`src/design/nic_cfg.svh`:
```
// ==============================
// NIC control block configuration
// Register map, field widths, timing and identity constants
// ==============================
`ifndef NIC_CFG_SVH
`define NIC_CFG_SVH

// Field widths
`define NIC_MMIO_ADDR_W   16
`define NIC_MMIO_DATA_W   64
`define NIC_TID_W         9
`define NIC_PKT_CNT_W     64
`define NIC_RATE_W        32
`define NIC_CNT_SEL_W     8
`define NIC_STATUS_W      16

// Feature header space, 64-bit words at even addresses
`define NIC_DFH_ADDR      16'h0000
`define NIC_AFU_ID_L_ADDR 16'h0002
`define NIC_AFU_ID_H_ADDR 16'h0004
`define NIC_DFH_TYPE      4'h1

// CSR block, offsets from the base
`define NIC_CSR_BASE      16'h0010
`define NIC_START         16'd4
`define NIC_INIT          16'd8
`define NIC_STATUS        16'd10
`define NIC_RPS           16'd12
`define NIC_CNT_SEL       16'd14
`define NIC_CNT_VAL       16'd16

// Identity
`define NIC_AFU_ID        128'h5f3a_91c2_07d4_4b6e_a8c1_3e90_d27f_6b15
`define NIC_ID_VALUE      8'h2a

// Timing and sizing
`define NIC_RATE_WINDOW   100
`define NIC_INIT_CYCLES   16
`define NIC_NUM_COUNTERS  4

// Status word layout
`define NIC_ST_ID_MSB     7
`define NIC_ST_ID_LSB     0
`define NIC_ST_READY      8
`define NIC_ST_RUNNING    9
`define NIC_ST_ERROR      10
`define NIC_ST_ERR_RX     11
`define NIC_ST_ERR_TX     12
`define NIC_ST_ERR_CCIP   13

`endif

```
`src/design/nic_pkg.sv`:
```
// ==============================
// NIC shared types
// Vector typedefs and the control state encoding
// ==============================
`default_nettype none

`include "nic_cfg.svh"

package nic_pkg;

    // MMIO transport
    typedef logic [`NIC_MMIO_ADDR_W-1:0] mmio_addr_t;
    typedef logic [`NIC_MMIO_DATA_W-1:0] mmio_data_t;
    typedef logic [`NIC_TID_W-1:0]       mmio_tid_t;

    // Statistics
    typedef logic [`NIC_PKT_CNT_W-1:0]   pkt_count_t;
    typedef logic [`NIC_RATE_W-1:0]      rate_t;
    typedef logic [`NIC_CNT_SEL_W-1:0]   cnt_sel_t;

    // Status word, see NIC_ST_* for the layout
    typedef logic [`NIC_STATUS_W-1:0]    nic_status_t;

    typedef enum logic [2:0] {
        CTRL_IDLE,
        CTRL_INIT,
        CTRL_READY,
        CTRL_RUNNING,
        CTRL_ERROR
    } ctrl_state_t;

endpackage

`default_nettype wire

```
`src/design/mmio_csr_regs.sv`:
```
// ==============================
// MMIO register file
// Write decode for the control registers and a registered
// read response covering the feature header and the CSRs
// ==============================
`timescale 1ns/1ns
`default_nettype none

`include "nic_cfg.svh"

module mmio_csr_regs import nic_pkg::*; (
    input  logic        ccip_clk,
    input  logic        reset,

    // MMIO requests
    input  logic        mmio_rd_valid,
    input  logic        mmio_wr_valid,
    input  mmio_addr_t  mmio_addr,
    input  mmio_tid_t   mmio_tid,
    input  mmio_data_t  mmio_wr_data,

    // MMIO response
    output logic        mmio_rsp_valid,
    output mmio_tid_t   mmio_rsp_tid,
    output mmio_data_t  mmio_rsp_data,

    // Block side
    input  nic_status_t nic_status,
    input  rate_t       rate,
    input  pkt_count_t  cnt_value,
    output logic        init_req,
    output logic        start_bit,
    output cnt_sel_t    cnt_sel
);

    // ==============================
    // Address map
    // ==============================
    localparam mmio_addr_t ADDR_DFH      = `NIC_DFH_ADDR;
    localparam mmio_addr_t ADDR_AFU_ID_L = `NIC_AFU_ID_L_ADDR;
    localparam mmio_addr_t ADDR_AFU_ID_H = `NIC_AFU_ID_H_ADDR;
    localparam mmio_addr_t ADDR_START    = `NIC_CSR_BASE + `NIC_START;
    localparam mmio_addr_t ADDR_INIT     = `NIC_CSR_BASE + `NIC_INIT;
    localparam mmio_addr_t ADDR_STATUS   = `NIC_CSR_BASE + `NIC_STATUS;
    localparam mmio_addr_t ADDR_RPS      = `NIC_CSR_BASE + `NIC_RPS;
    localparam mmio_addr_t ADDR_CNT_SEL  = `NIC_CSR_BASE + `NIC_CNT_SEL;
    localparam mmio_addr_t ADDR_CNT_VAL  = `NIC_CSR_BASE + `NIC_CNT_VAL;

    localparam logic [127:0] AFU_ID = `NIC_AFU_ID;

    // AFU type in 63:60, end of feature list at bit 40
    localparam mmio_data_t DFH_WORD = {`NIC_DFH_TYPE, 19'd0, 1'b1, 40'd0};

    logic       wr_start;
    logic       wr_init;
    logic       wr_cnt_sel;
    mmio_data_t rd_data;

    // ==============================
    // Write side
    // ==============================
    assign wr_start   = mmio_wr_valid && (mmio_addr == ADDR_START);
    assign wr_init    = mmio_wr_valid && (mmio_addr == ADDR_INIT);
    assign wr_cnt_sel = mmio_wr_valid && (mmio_addr == ADDR_CNT_SEL);

    always_ff @(posedge ccip_clk) begin
        if (reset) begin
            init_req  <= 1'b0;
            start_bit <= 1'b0;
            cnt_sel   <= '0;
        end else begin
            // Init is a single-cycle pulse, data ignored
            init_req <= wr_init;
            if (wr_start) begin
                start_bit <= mmio_wr_data[0];
            end
            if (wr_cnt_sel) begin
                cnt_sel <= mmio_wr_data[`NIC_CNT_SEL_W-1:0];
            end
        end
    end

    // ==============================
    // Read side
    // ==============================
    always_comb begin
        case (mmio_addr)
            ADDR_DFH:      rd_data = DFH_WORD;
            ADDR_AFU_ID_L: rd_data = AFU_ID[63:0];
            ADDR_AFU_ID_H: rd_data = AFU_ID[127:64];
            ADDR_STATUS:   rd_data = mmio_data_t'(nic_status);
            ADDR_RPS:      rd_data = mmio_data_t'(rate);
            ADDR_CNT_VAL:  rd_data = mmio_data_t'(cnt_value);
            default:       rd_data = '0;
        endcase
    end

    // Every read is answered on the next cycle
    always_ff @(posedge ccip_clk) begin
        if (reset) begin
            mmio_rsp_valid <= 1'b0;
        end else begin
            mmio_rsp_valid <= mmio_rd_valid;
        end
    end

    always_ff @(posedge ccip_clk) begin
        if (mmio_rd_valid) begin
            mmio_rsp_tid  <= mmio_tid;
            mmio_rsp_data <= rd_data;
        end
    end

endmodule

`default_nettype wire

```
`src/design/nic_ctrl_fsm.sv`:
```
// ==============================
// NIC control FSM
// Init delay, ready/running sequencing, sticky errors
// and the registered status word
// ==============================
`timescale 1ns/1ns
`default_nettype none

`include "nic_cfg.svh"

module nic_ctrl_fsm import nic_pkg::*; (
    input  logic        ccip_clk,
    input  logic        reset,
    input  logic        init_req,
    input  logic        start_bit,
    input  logic        err_rx_fifo,
    input  logic        err_tx_fifo,
    input  logic        err_ccip,
    output nic_status_t nic_status,
    output logic        running
);

    localparam int INIT_CNT_W = $clog2(`NIC_INIT_CYCLES + 1);
    localparam logic [INIT_CNT_W-1:0] INIT_LAST = INIT_CNT_W'(`NIC_INIT_CYCLES - 1);

    ctrl_state_t           state;
    ctrl_state_t           state_next;
    logic [INIT_CNT_W-1:0] init_cnt;
    logic                  any_err;
    logic                  err_armed;
    logic                  sticky_rx;
    logic                  sticky_tx;
    logic                  sticky_ccip;
    nic_status_t           status_next;

    assign any_err   = err_rx_fifo | err_tx_fifo | err_ccip;
    // Errors only count once the block has come up
    assign err_armed = (state == CTRL_READY) || (state == CTRL_RUNNING) ||
                       (state == CTRL_ERROR);

    // ==============================
    // State transitions
    // ==============================
    always_comb begin
        state_next = state;
        if (init_req) begin
            state_next = CTRL_INIT;
        end else begin
            case (state)
                CTRL_IDLE: state_next = CTRL_IDLE;
                CTRL_INIT: begin
                    if (init_cnt == INIT_LAST) begin
                        state_next = CTRL_READY;
                    end
                end
                CTRL_READY: begin
                    if (any_err) begin
                        state_next = CTRL_ERROR;
                    end else if (start_bit) begin
                        state_next = CTRL_RUNNING;
                    end
                end
                CTRL_RUNNING: begin
                    if (any_err) begin
                        state_next = CTRL_ERROR;
                    end else if (!start_bit) begin
                        state_next = CTRL_READY;
                    end
                end
                // Left only by a new init request
                CTRL_ERROR: state_next = CTRL_ERROR;
                default: state_next = CTRL_IDLE;
            endcase
        end
    end

    always_ff @(posedge ccip_clk) begin
        if (reset) begin
            state <= CTRL_IDLE;
        end else begin
            state <= state_next;
        end
    end

    // Restarts on every init request
    always_ff @(posedge ccip_clk) begin
        if (reset || init_req || (state != CTRL_INIT)) begin
            init_cnt <= '0;
        end else begin
            init_cnt <= init_cnt + 1'b1;
        end
    end

    // ==============================
    // Sticky errors and status
    // ==============================
    always_ff @(posedge ccip_clk) begin
        if (reset || init_req) begin
            sticky_rx   <= 1'b0;
            sticky_tx   <= 1'b0;
            sticky_ccip <= 1'b0;
        end else if (err_armed) begin
            sticky_rx   <= sticky_rx | err_rx_fifo;
            sticky_tx   <= sticky_tx | err_tx_fifo;
            sticky_ccip <= sticky_ccip | err_ccip;
        end
    end

    always_comb begin
        status_next = '0;
        status_next[`NIC_ST_ID_MSB:`NIC_ST_ID_LSB] = `NIC_ID_VALUE;
        status_next[`NIC_ST_READY]    = (state == CTRL_READY) || (state == CTRL_RUNNING);
        status_next[`NIC_ST_RUNNING]  = (state == CTRL_RUNNING);
        status_next[`NIC_ST_ERROR]    = (state == CTRL_ERROR);
        status_next[`NIC_ST_ERR_RX]   = sticky_rx;
        status_next[`NIC_ST_ERR_TX]   = sticky_tx;
        status_next[`NIC_ST_ERR_CCIP] = sticky_ccip;
    end

    always_ff @(posedge ccip_clk) begin
        if (reset) begin
            nic_status <= '0;
        end else begin
            nic_status <= status_next;
        end
    end

    assign running = (state == CTRL_RUNNING);

endmodule

`default_nettype wire

```
`src/design/nic_top.sv`:
```
// ==============================
// NIC host control top level
// CSR file, control FSM, rate meter and packet counters
// ==============================
`timescale 1ns/1ns
`default_nettype none

module nic_top import nic_pkg::*; (
    input  logic       ccip_clk,
    input  logic       reset,

    // MMIO requests and response
    input  logic       mmio_rd_valid,
    input  logic       mmio_wr_valid,
    input  mmio_addr_t mmio_addr,
    input  mmio_tid_t  mmio_tid,
    input  mmio_data_t mmio_wr_data,
    output logic       mmio_rsp_valid,
    output mmio_tid_t  mmio_rsp_tid,
    output mmio_data_t mmio_rsp_data,

    // Traffic events
    input  logic       rpc_in_valid,
    input  logic       rpc_out_valid,
    input  logic       net_tx_valid,
    input  logic       net_rx_valid,

    // Error flags from the datapath
    input  logic       err_rx_fifo,
    input  logic       err_tx_fifo,
    input  logic       err_ccip
);

    logic        init_req;
    logic        start_bit;
    logic        running;
    nic_status_t nic_status;
    rate_t       rate;
    cnt_sel_t    cnt_sel;
    pkt_count_t  cnt_value;

    mmio_csr_regs u_csr (
        .ccip_clk       (ccip_clk),
        .reset          (reset),
        .mmio_rd_valid  (mmio_rd_valid),
        .mmio_wr_valid  (mmio_wr_valid),
        .mmio_addr      (mmio_addr),
        .mmio_tid       (mmio_tid),
        .mmio_wr_data   (mmio_wr_data),
        .mmio_rsp_valid (mmio_rsp_valid),
        .mmio_rsp_tid   (mmio_rsp_tid),
        .mmio_rsp_data  (mmio_rsp_data),
        .nic_status     (nic_status),
        .rate           (rate),
        .cnt_value      (cnt_value),
        .init_req       (init_req),
        .start_bit      (start_bit),
        .cnt_sel        (cnt_sel)
    );

    nic_ctrl_fsm u_fsm (
        .ccip_clk    (ccip_clk),
        .reset       (reset),
        .init_req    (init_req),
        .start_bit   (start_bit),
        .err_rx_fifo (err_rx_fifo),
        .err_tx_fifo (err_tx_fifo),
        .err_ccip    (err_ccip),
        .nic_status  (nic_status),
        .running     (running)
    );

    rate_window_timer u_rate (
        .ccip_clk     (ccip_clk),
        .reset        (reset),
        .running      (running),
        .rpc_in_valid (rpc_in_valid),
        .rate         (rate)
    );

    packet_counters u_cnt (
        .ccip_clk      (ccip_clk),
        .reset         (reset),
        .running       (running),
        .rpc_in_valid  (rpc_in_valid),
        .rpc_out_valid (rpc_out_valid),
        .net_tx_valid  (net_tx_valid),
        .net_rx_valid  (net_rx_valid),
        .cnt_sel       (cnt_sel),
        .cnt_value     (cnt_value)
    );

endmodule

`default_nettype wire

```
`src/design/packet_counters.sv`:
```
// ==============================
// Packet counters
// Four 64-bit event counters with selectable readout
// ==============================
`timescale 1ns/1ns
`default_nettype none

`include "nic_cfg.svh"

module packet_counters import nic_pkg::*; (
    input  logic       ccip_clk,
    input  logic       reset,
    input  logic       running,
    input  logic       rpc_in_valid,
    input  logic       rpc_out_valid,
    input  logic       net_tx_valid,
    input  logic       net_rx_valid,
    input  cnt_sel_t   cnt_sel,
    output pkt_count_t cnt_value
);

    localparam int IDX_W = $clog2(`NIC_NUM_COUNTERS);

    pkt_count_t                   counters [`NIC_NUM_COUNTERS];
    logic [`NIC_NUM_COUNTERS-1:0] evt;

    // Index order matches the selector values
    assign evt = {net_rx_valid, net_tx_valid, rpc_out_valid, rpc_in_valid};

    always_ff @(posedge ccip_clk) begin
        if (reset) begin
            for (int i = 0; i < `NIC_NUM_COUNTERS; i++) begin
                counters[i] <= '0;
            end
        end else if (running) begin
            for (int i = 0; i < `NIC_NUM_COUNTERS; i++) begin
                if (evt[i]) begin
                    counters[i] <= counters[i] + 1'b1;
                end
            end
        end
    end

    // Out-of-range selector reads as zero
    always_comb begin
        cnt_value = '0;
        if (cnt_sel < cnt_sel_t'(`NIC_NUM_COUNTERS)) begin
            cnt_value = counters[cnt_sel[IDX_W-1:0]];
        end
    end

endmodule

`default_nettype wire

```
`src/design/rate_window_timer.sv`:
```
// ==============================
// Request rate meter
// Counts rpc_in strobes over fixed windows and
// publishes the total at each window boundary
// ==============================
`timescale 1ns/1ns
`default_nettype none

`include "nic_cfg.svh"

module rate_window_timer import nic_pkg::*; (
    input  logic  ccip_clk,
    input  logic  reset,
    input  logic  running,
    input  logic  rpc_in_valid,
    output rate_t rate
);

    localparam int WIN_W = $clog2(`NIC_RATE_WINDOW);
    localparam logic [WIN_W-1:0] WIN_LAST = WIN_W'(`NIC_RATE_WINDOW - 1);

    logic [WIN_W-1:0] win_cnt;
    rate_t            acc;
    logic             evt;
    logic             win_end;

    // Only requests seen while running are counted
    assign evt     = running & rpc_in_valid;
    assign win_end = (win_cnt == WIN_LAST);

    always_ff @(posedge ccip_clk) begin
        if (reset) begin
            win_cnt <= '0;
            acc     <= '0;
            rate    <= '0;
        end else if (win_end) begin
            // Last cycle of the window still belongs to it
            win_cnt <= '0;
            rate    <= acc + rate_t'(evt);
            acc     <= '0;
        end else begin
            win_cnt <= win_cnt + 1'b1;
            if (evt) begin
                acc <= acc + 1'b1;
            end
        end
    end

endmodule

`default_nettype wire

```
`config.mk`:
```
export PLATFORM = sky130hd
export DESIGN_NAME = nic_top
export DESIGN_NICKNAME = d
export VERILOG_FILES = /design/src/design/nic_pkg.sv /design/src/design/mmio_csr_regs.sv /design/src/design/nic_ctrl_fsm.sv /design/src/design/nic_top.sv /design/src/design/packet_counters.sv /design/src/design/rate_window_timer.sv
export VERILOG_INCLUDE_DIRS = /design/src /design/src/design
export SDC_FILE = /design/constraint.sdc
export NUM_CORES = 1
export LEC_CHECK = 0
export BUFFER_PORTS_ARGS = -buffer_cell sky130_fd_sc_hd__buf_2
export CAP_MARGIN = 0
export CORE_MARGIN = 2
export CORE_UTILIZATION = 55
export CTS_CLUSTER_SIZE = 12
export DETAILED_ROUTE_END_ITERATION = 8
export PLACE_DENSITY = 0.74
export SLEW_MARGIN = 25
export SYNTH_ARGS = -nofsm -noshare
export SYNTH_HDL_FRONTEND = slang
export SYNTH_SLANG_ARGS = --single-unit
```
`constraint.sdc`:
```
create_clock -name ccip_clk -period 6.8 [get_ports ccip_clk]
set_input_delay 0.68 -clock ccip_clk [delete_from_list [all_inputs] [get_ports ccip_clk]]
set_output_delay 0.68 -clock ccip_clk [all_outputs]
set_load 0.01 [all_outputs]
```
# == Word level (Yosys, flattened, before mapping) ==
# Memories as Yosys holds them, arrays and structs flattened. A register that Yosys moved wholly into a read port is not among the register bits.
# Cells that the tools add are included.
# totals
reg_bits,182
ram_bits,256
inputBits,100
output_inout_bits,74
elab_cells,104
n_memories,1
# memory_table
memory,depth,word_bits,rd,rd_ports_with_merged_regs,wr,line_no,text
u_cnt.counters,4,64,5,1,4,packet_counters.sv:24,pkt_count_t counters [`NIC_NUM_COUNTERS];
# classes
n_addsub,8
magnitude_cmp,1
n_eq_ne,21
mux,34
n_bitwise,10
n_reduce_logical,12
# ops
cell,n
$pmux 64 s6,1
$mux 64,5
$add 64x1->64 const B,4
$eq 16x5->1 const B,5
$add 32x1->32,1
$add 32x1->32 const B,1
$mux 1,19
$eq 16x2->1 const B,1
$eq 16x3->1 const B,1
$eq 16x6->1 const B,1
$logic_not 16->1,1
$mux 3,5
$pmux 3 s4,1
$or 1x1->1,9
$lt 8x3->1 const B,1
$add 7x1->7 const B,1
$eq 7x7->1 const B,1
$eq 3x2->1 const B,2
$mux 6,1
$ne 3x2->1 const B,2
$reduce_and 3->1,2
$add 5x1->5 const B,1
$eq 5x4->1 const B,1
$logic_or 1x1->1,4
other kinds (11),15

# == Longest topological paths before layout ==
# Gate-level depths: netlist of run 1.
# logic_depth
depth_word,5
depth_mapped,11
mapped_depth_nobuf,9

# == Modules after synthesis ==
# A second synthesis of run 1 with hierarchy kept.
# unflattened
hier_cells,2376
hier_area_um2,24531.0
# modules_own_cells
mod,n_inst,cells_per_inst,area_each_um2,seq_area_each_um2
packet_counters,1,1611,16562.1,7687.4
mmio_csr_regs,1,271,3714.8,2412.3
rate_window_timer,1,423,3548.4,1421.4
nic_ctrl_fsm,1,71,705.7,360.3

# == Least setup slack after synthesis of run 1 ==
# Ideal clock, no wire load.
# synth_path
kind,in2reg
startpoint,input port reset
endpoint,"memory u_cnt.counters[0][0] (netlist bit), enable pin"
setup_time_ns,0.424
t_arrival_ns,2.629
required_ns,6.376
slack_ns,3.748
path_stages,4
n_path_buf,2
path_cell_list,clkbuf_1 > inv_1 > clkbuf_1 > nand2_1
# synth_lines
element,line_no,text
"start, declared",nic_top.sv:10,"input logic reset,"
"end, declared",packet_counters.sv:24,

# == Worst setup path after layout of run 1 ==
# layout_path
startpoint,register u_fsm.state[1]
endpoint,register u_rate.rate[26]
# layout_between
elab_chain_cells,3
# layout_rtl
element,line_no,text
"start, declared",nic_ctrl_fsm.sv:26,ctrl_state_t state;
"start signal, assigned",nic_ctrl_fsm.sv:81,state <= state_next;
$eq 3x2->1,nic_ctrl_fsm.sv:128,assign running = (state == CTRL_RUNNING);
$and 1x1->1,rate_window_timer.sv:28,assign evt = running & rpc_in_valid;
$add 32x1->32,rate_window_timer.sv:39,rate <= acc + rate_t'(evt);
"end signal, assigned",rate_window_timer.sv:39,
"end, declared",rate_window_timer.sv:16,output rate_t rate
# Every way passes these cells.
# A chain may end at the register's enable or synchronous reset.

==> results_tabular.tex, run 1 <==
\begin{tabular}{lr}
\hline
Metric & Value \\
\hline
\multicolumn{2}{l}{\textbf{Outcome}} \\
Status & completed \\
\multicolumn{2}{l}{\textbf{STA}} \\
Unrepaired setup endpoints after global routing & false \\
Final Max Slew Viols & 0 \\
Number of failing hold endpoints at the final stage & 0 \\
Final critical delay including setup and external delays & around 3.2 ns \\
Setup TNS & 0 ns \\
FMAX & around 300 MHz \\
Slew at the pin with the worst max-slew slack & 1.093 ns \\
Layout Skew & around 0.017 ns \\
Relative slew slack & around a quarter \\
Period utilisation layout & between 40\% and 50\% \\
Number of setup violations in the final report & 0 \\
\multicolumn{2}{l}{\textbf{Floorplanning}} \\
Initial standard-cell utilization of the core & around 55\% \\
Die Y-Extent & 209.5 um \\
Die width & around 210 um \\
Die Area & 43880 um\^{}2 \\
Cell Rows & 75 \\
IO Pins & 174 \\
Core region area & between 40000 and 50000 um\^{}2 \\
\multicolumn{2}{l}{\textbf{Synthesis}} \\
Synth warn & 0 \\
Area share of the largest cell type after synthesis & a little over two fifths \\
Synth top area cells & sky130\_fd\_sc\_hd\_\_edfxtp\_1 (43\%), sky130\_fd\_sc\_hd\_\_dfxtp\_1 (8.8\%), sky130\_fd\_sc\_hd\_\_mux4\_2 (6.2\%), sky130\_fd\_sc\_hd\_\_nor2\_1 (4.1\%), sky130\_fd\_sc\_hd\_\_xor2\_1 (4.1\%) \\
Most frequent cells after synthesis & sky130\_fd\_sc\_hd\_\_edfxtp\_1 (329), sky130\_fd\_sc\_hd\_\_nor2\_1 (252), sky130\_fd\_sc\_hd\_\_a21oi\_1 (147) \\
Number of unique standard cell types used by synthesis & 57 \\
Synth Area per Inst & roughly 11 um\^{}2 \\
Nets in the synthesized netlist & around 2300 \\
Share of synthesized area occupied by flip-flops and latches & slightly above 50\% \\
Post-synthesis sequential element count & between 400 and 500 \\
Library cell with the highest instance count after synthesis & sky130\_fd\_sc\_hd\_\_edfxtp\_1 \\
Async S/R FF share, synth & 0\% \\
Gate count after technology mapping & $\sim$2200 \\
Post-synth top area cell & sky130\_fd\_sc\_hd\_\_edfxtp\_1 \\
Post-synthesis cell area & between 20000 and 25000 um\^{}2 \\
Count of flip-flops with a built-in enable after synthesis & 329 \\
Flip-flop cell with the highest count after synthesis & sky130\_fd\_sc\_hd\_\_edfxtp\_1 \\
\multicolumn{2}{l}{\textbf{Global routing}} \\
Met1 layer usage reported by global route & between 40 and 50\% \\
Largest net degree at the start of global routing & 75 \\
Most utilized layer in the global route result & met2 \\
Global-route wire length before repair & 100.1 mm \\
Vias in the first global route & roughly 18000 \\
Antenna violations before repair & 4 \\
Grt total ovfl & 0 \\
Global routing usage summed across all routing layers & 29.40\% \\
Met3 Track Usage GR & a little under 7\% \\
GR Util met2 & between 40\% and 50\% \\
\multicolumn{2}{l}{\textbf{Clock network}} \\
Source-to-sink clock delay at the later pin of the worst-skew pair & approximately 0.6 ns \\
Max clock buf depth & 3 \\
\# clock sinks & 431 \\
Num CTS Buffers & 46 \\
Buffers inserted by post-CTS timing repair & 0 \\
Hold bufs inserted after CTS & 0 \\
CTS Root Cell & sky130\_fd\_sc\_hd\_\_clkbuf\_16 \\
Number of gates resized after cts & 0 \\
CTS H-tree lvls & 2 \\
CTS tree & done \\
Register clock-pin slew on the reported worst setup and hold paths & 0.06 ns \\
\multicolumn{2}{l}{\textbf{Detailed routing}} \\
DR DRC count & 0 \\
Antenna Nets Post-Route & 0 \\
Initial DRC Count & 2359 \\
Wire length per cell after detailed routing & 22.60 um \\
Routed vias & roughly 19000 \\
Vias per std cell & between 6 and 7 \\
Router iterations before antenna repair & 6 \\
Total routed wirelength & between 60 and 70 mm \\
\multicolumn{2}{l}{\textbf{Pwr}} \\
Leakage power & 8.385 nW \\
Net load switching power & 1.341 mW \\
Internal Power & around 4.4 mW \\
Combinational fraction of design power & under 10\% \\
Switching share of power & 23.17\% \\
Portion of total power attributed to the clock network & between 40\% and 50\% \\
Max IR drop VDD & 161.5 uV \\
Part of the total power dissipated in sequential elements & 53.2\% \\
Total power density per cell area & about 220 nW/um\^{}2 \\
\multicolumn{2}{l}{\textbf{Placed design}} \\
Number of buffers inserted by port buffering & between 100 and 150 \\
Placer's final routability congestion estimate & approximately 0.94 \\
Estimated wirelength of the detail-placed design & approximately 46 mm \\
\multicolumn{2}{l}{\textbf{Critical path}} \\
Reg-to-reg startpoint & u\_fsm.state[1] \\
CP startpoint kind & flop \\
Cell type of the slowest stage on the worst timing path & sky130\_fd\_sc\_hd\_\_or4\_1 \\
R2r endpoint & u\_rate.rate[26] \\
Worst path cell trace & nand4b\_1 -> inv\_1 -> ha\_1 -> ha\_1 -> nand3\_1 -> or4\_1 -> nor3\_1 -> nand3\_1 -> nor3b\_1 \\
Maximum fanout encountered on the critical timing path & 12 \\
Internal reg-to-reg setup slack & roughly 3.6 ns \\
CP max stage delay & between 0.7 and 0.8 ns \\
Worst Path Arrival & between 3 and 4 ns \\
Worst-case reg-to-reg path depth & 9 \\
Worst Path Required & 7.26 ns \\
Critical path type & flop to flop \\
Critical Path Sink Type & flop \\
\multicolumn{2}{l}{\textbf{Hold path}} \\
End point of the worst hold path & u\_csr.mmio\_rsp\_tid[0] \\
Cell count of the worst hold path & 1 \\
Class of the tightest hold or removal check & input port to flop \\
Source of the worst hold timing path & mmio\_tid[0] \\
\multicolumn{2}{l}{\textbf{Job}} \\
Max-capacitance violation count & 0 \\
\multicolumn{2}{l}{\textbf{Final layout}} \\
Share of cells above drive strength 1 & 13.32\% \\
Nets@finish & about 2400 \\
Synth-to-Final Area Change & 11.09\% \\
Layout Utilization & 61.64\% \\
\hline
\end{tabular}
[state kept, by name, indices dropped and copies added, names as in the netlist, named ones only]
name / cells
u_csr.init_req: 1
u_fsm.sticky_rx: 1
u_fsm.init_cnt: 5
u_fsm.sticky_ccip: 1
u_fsm.nic_status: 7
u_rate.rate: 32
u_cnt.counters: 256
u_csr.mmio_rsp_tid: 9
u_csr.cnt_sel: 8
u_rate.acc: 32
u_csr.mmio_rsp_valid: 1
u_csr.mmio_rsp_data: 64
u_fsm.sticky_tx: 1
u_csr.start_bit: 1
u_rate.win_cnt: 7
u_fsm.state: 3
[power groups by stage]
stage	sequential, mW	clock, mW	combinational, mW
final	3.08	2.46	0.252
after global routing	3.09	2.57	0.276
after CTS	3.07	2.49	0.250
after detailed placement	3.12	0	0.248
after global placement	3.12	0	0.242
after floorplan	3.07	0	0.157
[worst max-delay path: cells and delay by family, from the launching register on]
kind | cells | cell delay, ns
simple gates | 6 | 1.97
flops | 1 | 0.46
fa+ha+maj | 2 | 0.40
buf+inv | 1 | 0.26
[placed cells by master, fill, tap and decap left out, drive strengths merged, types with 30 or more instances in the layout]
| cell | synthesis | final |
|---|---|---|
| a21oi | 147 | 147 |
| and3 | 30 | 30 |
| buf | 18 | 146 |
| clkbuf | 87 | 67 |
| dfxtp | 102 | 102 |
| edfxtp | 329 | 329 |
| inv | 48 | 48 |
| mux4 | 64 | 64 |
| nand2 | 133 | 133 |
| nand3 | 129 | 129 |
| nand4 | 120 | 120 |
| nor2 | 252 | 252 |
| nor3 | 54 | 54 |
| nor4 | 60 | 60 |
| o21ai | 109 | 109 |
| or3 | 94 | 94 |
| or4 | 45 | 45 |
| xnor2 | 83 | 83 |
| xor2 | 108 | 108 |
[worst max-delay path by stage]
stage | from | end | slack (ns)
2_1_floorplan | reset | u_cnt.counters[0][0] | 3.75
3_3_place_gp | reset | u_cnt.counters[3][54] | 3.22
3_5_place_dp | reset | u_cnt.counters[3][46] | 3.22
4_1_cts | u_fsm.state[1] | u_rate.rate[26] | 3.60
5_1_grt | u_fsm.state[1] | u_rate.rate[26] | 3.33
6_report | u_fsm.state[1] | u_rate.rate[26] | 3.56
[cells by family after synthesis]
| kind of cell | after synthesis | synth area share [%] |
|---|---|---|
| and+or+nand+nor | 984 | 22.31 |
| DFF | 431 | 51.34 |
| AOI/OAI and AO/OA | 364 | 9.349 |
| xor gates and xnor gates | 191 | 7.204 |
| buffers and inverters | 153 | 2.576 |
| muxes | 75 | 6.682 |
| adders and majority gates | 10 | 0.5389 |
[area by class of cell]
cell class,instances,area (um^2)
timing repair buffer,146,805.8
fill,3351,16060
antenna,2,5.005
sequential,431,11930
clock buffer,67,1324
inverter,48,180.2
clock inverter,18,126.4
multi-input combinational,1624,10750
tap,539,674.4
[layer usage]
layer,vias up,share of wire (%)
met5,-,0.020
met4,2,3.3
met3,146,13
met2,1033,44
met1,9234,40
li1,8601,-
[per-stage QoR]
step	setup WS, ns	power, mW	area, um^2	std cells	hold WS, ns
global placement	3.225	3.358	24330	2788	0.4241
global route	3.328	5.938	25790	2873	0.2524
detailed placement	3.222	3.371	24340	2788	0.4406
CTS	3.601	5.806	25790	2873	0.2523
floorplan	3.748	3.225	23220	2208	0.4132
finish	3.565	5.787	25800	2875	0.2694
Power figures use the tool's default switching activity.
==> inputs of run 2 (changes only) <==
==> constraint.sdc (replaced) <==
create_clock -name ccip_clk -period 3.1 [get_ports ccip_clk]
set_input_delay 0.31 -clock ccip_clk [delete_from_list [all_inputs] [get_ports ccip_clk]]
set_output_delay 0.31 -clock ccip_clk [all_outputs]
set_load 0.01 [all_outputs]
==> run 2 against run 1 <==
  * Largest power group unchanged
  * Sequential cell count did not move
  * Register-to-register slack got worse by 3.2 ns
  * Global-route usage rose by 0.72 points
  * Combinational power rose by 140%
  * Core utilization rose by 1.7 points
  * Sequential power rose by 120%
  * Sequential share of layout area fell by 1.3 points
  * Clock power rose by 120%
==> results_tabular.tex, run 2 (same netlist as run 1, synthesis figures left out) <==
\begin{tabular}{lr}
\hline
Metric & Value \\
\hline
\multicolumn{2}{l}{\textbf{Clock network}} \\
Register clock-pin slew on the reported worst setup and hold paths & around 0.06 ns \\
Num CTS Buffers & between 40 and 50 \\
CTS Root Cell & sky130\_fd\_sc\_hd\_\_clkbuf\_16 \\
CTS tree & done \\
Max clock buf depth & 3 \\
\# clock sinks & roughly 430 \\
Buffers inserted by post-CTS timing repair & 0 \\
Source-to-sink clock delay at the later pin of the worst-skew pair & 0.59 ns \\
CTS H-tree lvls & 2 \\
\multicolumn{2}{l}{\textbf{Floorplanning}} \\
Die Y-Extent & between 200 and 250 um \\
Core region area & 41850 um\^{}2 \\
Initial standard-cell utilization of the core & 55.48\% \\
Die width & 209.5 um \\
Cell Rows & 75 \\
Die Area & 43880 um\^{}2 \\
IO Pins & between 150 and 200 \\
\multicolumn{2}{l}{\textbf{Detailed routing}} \\
Vias per std cell & 6.503 \\
Initial DRC Count & approximately 2300 \\
Total routed wirelength & about 66 mm \\
Wire length per cell after detailed routing & roughly 22 um \\
Router iterations before antenna repair & 8 \\
Routed vias & 19150 \\
DR DRC count & 0 \\
Antenna Nets Post-Route & 0 \\
\multicolumn{2}{l}{\textbf{Final layout}} \\
Leading cell type in the layout, fill and taps excluded & sky130\_fd\_sc\_hd\_\_edfxtp\_1 \\
Share of cells above drive strength 1 & between 10\% and 20\% \\
Nets@finish & roughly 2500 \\
Leading registers by flop count & u\_cnt.counters: 256 flops, u\_csr.mmio\_rsp\_data: 64 flops \\
Non-filler cells in the finished layout & 2944 \\
Flip-flop count of the largest register, all copies and words added & about 260 \\
Layout Utilization & 63.35\% \\
Commonest cells after routing, fill and taps aside & sky130\_fd\_sc\_hd\_\_edfxtp\_1 (329), sky130\_fd\_sc\_hd\_\_nor2\_1 (252), sky130\_fd\_sc\_hd\_\_a21oi\_1 (147) \\
Biggest register & u\_cnt.counters \\
Synth-to-Final Area Change & 14.19\% \\
\multicolumn{2}{l}{\textbf{Critical path}} \\
Reg-to-reg startpoint & u\_cnt.counters[0][18] \\
CP startpoint kind & flop \\
Internal reg-to-reg setup slack & 0.32 ns \\
R2r endpoint & u\_cnt.counters[0][59] \\
Critical path type & flop to flop \\
Worst Path Arrival & around 3.2 ns \\
Critical Path Sink Type & flop \\
Worst-case reg-to-reg path depth & 6 \\
Worst Path Required & around 3.5 ns \\
Maximum fanout encountered on the critical timing path & 15 \\
\multicolumn{2}{l}{\textbf{Placed design}} \\
Number of buffers inserted by port buffering & roughly 120 \\
Placer's final routability congestion estimate & a little under 1 \\
Total placed cells including tap cells & around 2800 \\
Estimated wirelength of the detail-placed design & approximately 48 mm \\
\multicolumn{2}{l}{\textbf{STA}} \\
Final critical delay including setup and external delays & about 2.8 ns \\
Slew at the pin with the worst max-slew slack & about 1 ns \\
Period utilisation layout & approximately nine tenths \\
Number of setup violations in the final report & 0 \\
Unrepaired setup endpoints after global routing & false \\
Relative slew slack & between 30 and 40\% \\
Final Max Slew Viols & 0 \\
Number of failing hold endpoints at the final stage & 0 \\
Setup TNS & 0 ns \\
Layout Skew & between 0.02 and 0.025 ns \\
FMAX & approximately 360 MHz \\
Post-route worst hold slack & between 0.03 and 0.04 ns \\
\multicolumn{2}{l}{\textbf{Hold path}} \\
End point of the worst hold path & u\_fsm.sticky\_tx \\
Source of the worst hold timing path & err\_tx\_fifo \\
Class of the tightest hold or removal check & input port to flop \\
Cell count of the worst hold path & 3 \\
\multicolumn{2}{l}{\textbf{Pwr}} \\
Max IR drop VDD & 344.7 uV \\
Part of the total power dissipated in sequential elements & 52.9\% \\
Net load switching power & roughly 3.0 mW \\
Combinational fraction of design power & 4.7\% \\
Total power density per cell area & about 480 nW/um\^{}2 \\
Internal Power & between 9 and 10 mW \\
Leakage power & just under 9 nW \\
Overall Power & around 13 mW \\
Switching share of power & 23.25\% \\
Portion of total power attributed to the clock network & 42.4\% \\
\multicolumn{2}{l}{\textbf{Global routing}} \\
Vias in the first global route & 18020 \\
Antenna violations before repair & 6 \\
Global routing usage summed across all routing layers & about 30\% \\
Grt total ovfl & 0 \\
Global-route wire length before repair & 101.9 mm \\
Largest net degree at the start of global routing & between 70 and 80 \\
\multicolumn{2}{l}{\textbf{Job}} \\
Max-capacitance violation count & 0 \\
\multicolumn{2}{l}{\textbf{Outcome}} \\
Status & completed \\
\hline
\end{tabular}
[run 2: changes by cell type in the layout (fill, tap and decap cells not counted)]
cell	before	now
sky130_fd_sc_hd__dlygate4sd3_1	0	17
sky130_fd_sc_hd__clkbuf_8	3	6
sky130_fd_sc_hd__buf_12	0	12
sky130_fd_sc_hd__clkinv_1	11	2
sky130_fd_sc_hd__nor4_2	10	9
sky130_fd_sc_hd__clkinv_8	0	2
sky130_fd_sc_hd__clkinv_2	5	4
sky130_fd_sc_hd__clkinvlp_4	0	1
sky130_fd_sc_hd__clkbuf_1	15	21
sky130_fd_sc_hd__clkbuf_16	49	47
sky130_fd_sc_hd__nor4_1	48	49
sky130_fd_sc_hd__buf_4	30	70
[run 2: worst max-delay path by stage]
stage / endpoint / slack (ns) / start
after floorplan: u_cnt.counters[0][0] / 0.42 / reset
after global placement: u_csr.mmio_rsp_data[25] / 0.38 / mmio_addr[7]
after detailed placement: u_csr.mmio_rsp_data[20] / 0.27 / mmio_addr[7]
after CTS: u_cnt.counters[0][59] / 0.35 / u_cnt.counters[0][18]
after global routing: u_cnt.counters[0][59] / 0.13 / u_cnt.counters[0][8]
final: u_cnt.counters[0][59] / 0.32 / u_cnt.counters[0][18]
[run 2: timing repair]
action / in CTS / in global routing
endpoints found under the setup margin: 0 / 0
gates resized for setup: 0 / 0
endpoints found under the hold margin: 18 / 0
hold buffers: 17 / 0
[run 2: power groups by stage]
stage          registers [mW]  logic, mW  clock network (mW)
2_1_floorplan            6.73      0.345                   0
3_3_place_gp             6.84      0.564                   0
3_5_place_dp             6.85      0.577                   0
4_1_cts                  6.73      0.599                5.47
5_1_grt                  6.78      0.654                5.67
6_report                 6.76      0.602                5.41
[run 2: per-stage QoR]
stage	setup WS [ns]	instance area, um^2
4_1_cts	0.3485	26510
5_1_grt	0.1263	26510
6_report	0.3215	26520
2_1_floorplan	0.4179	23220
3_3_place_gp	0.3814	24880
3_5_place_dp	0.2720	24880
[run 2: critical path, cell delays in order (launching register included)]
cell	delay, ns
sky130_fd_sc_hd__edfxtp_1	0.52
sky130_fd_sc_hd__nand2_1	0.25
sky130_fd_sc_hd__nor4_2	0.37
sky130_fd_sc_hd__buf_4	0.23
sky130_fd_sc_hd__nand4_1	0.48
sky130_fd_sc_hd__or4_1	0.61
sky130_fd_sc_hd__a21oi_1	0.16
[run 2: layout make-up]
class | instances | area (um^2)
Fill cell | 3319 | 15340
Sequential cell | 431 | 11930
Multi-Input combinational cell | 1624 | 10750
Timing Repair Buffer | 215 | 1516
Clock buffer | 74 | 1338
Tap cell | 539 | 674.4
Inverter | 48 | 180.2
Clock inverter | 11 | 127.6
Antenna cell | 2 | 5.005
[run 2: routing by layer]
layer | global-route usage (%) | up-vias | wire, um
li1 | - | 8734 | -
met2 | 46.30 | 940 | 29300
met4 | 8.168 | 4 | 1717
met3 | 6.329 | 111 | 7972
met5 | 0 | - | 24
met1 | 43.70 | 9357 | 26880
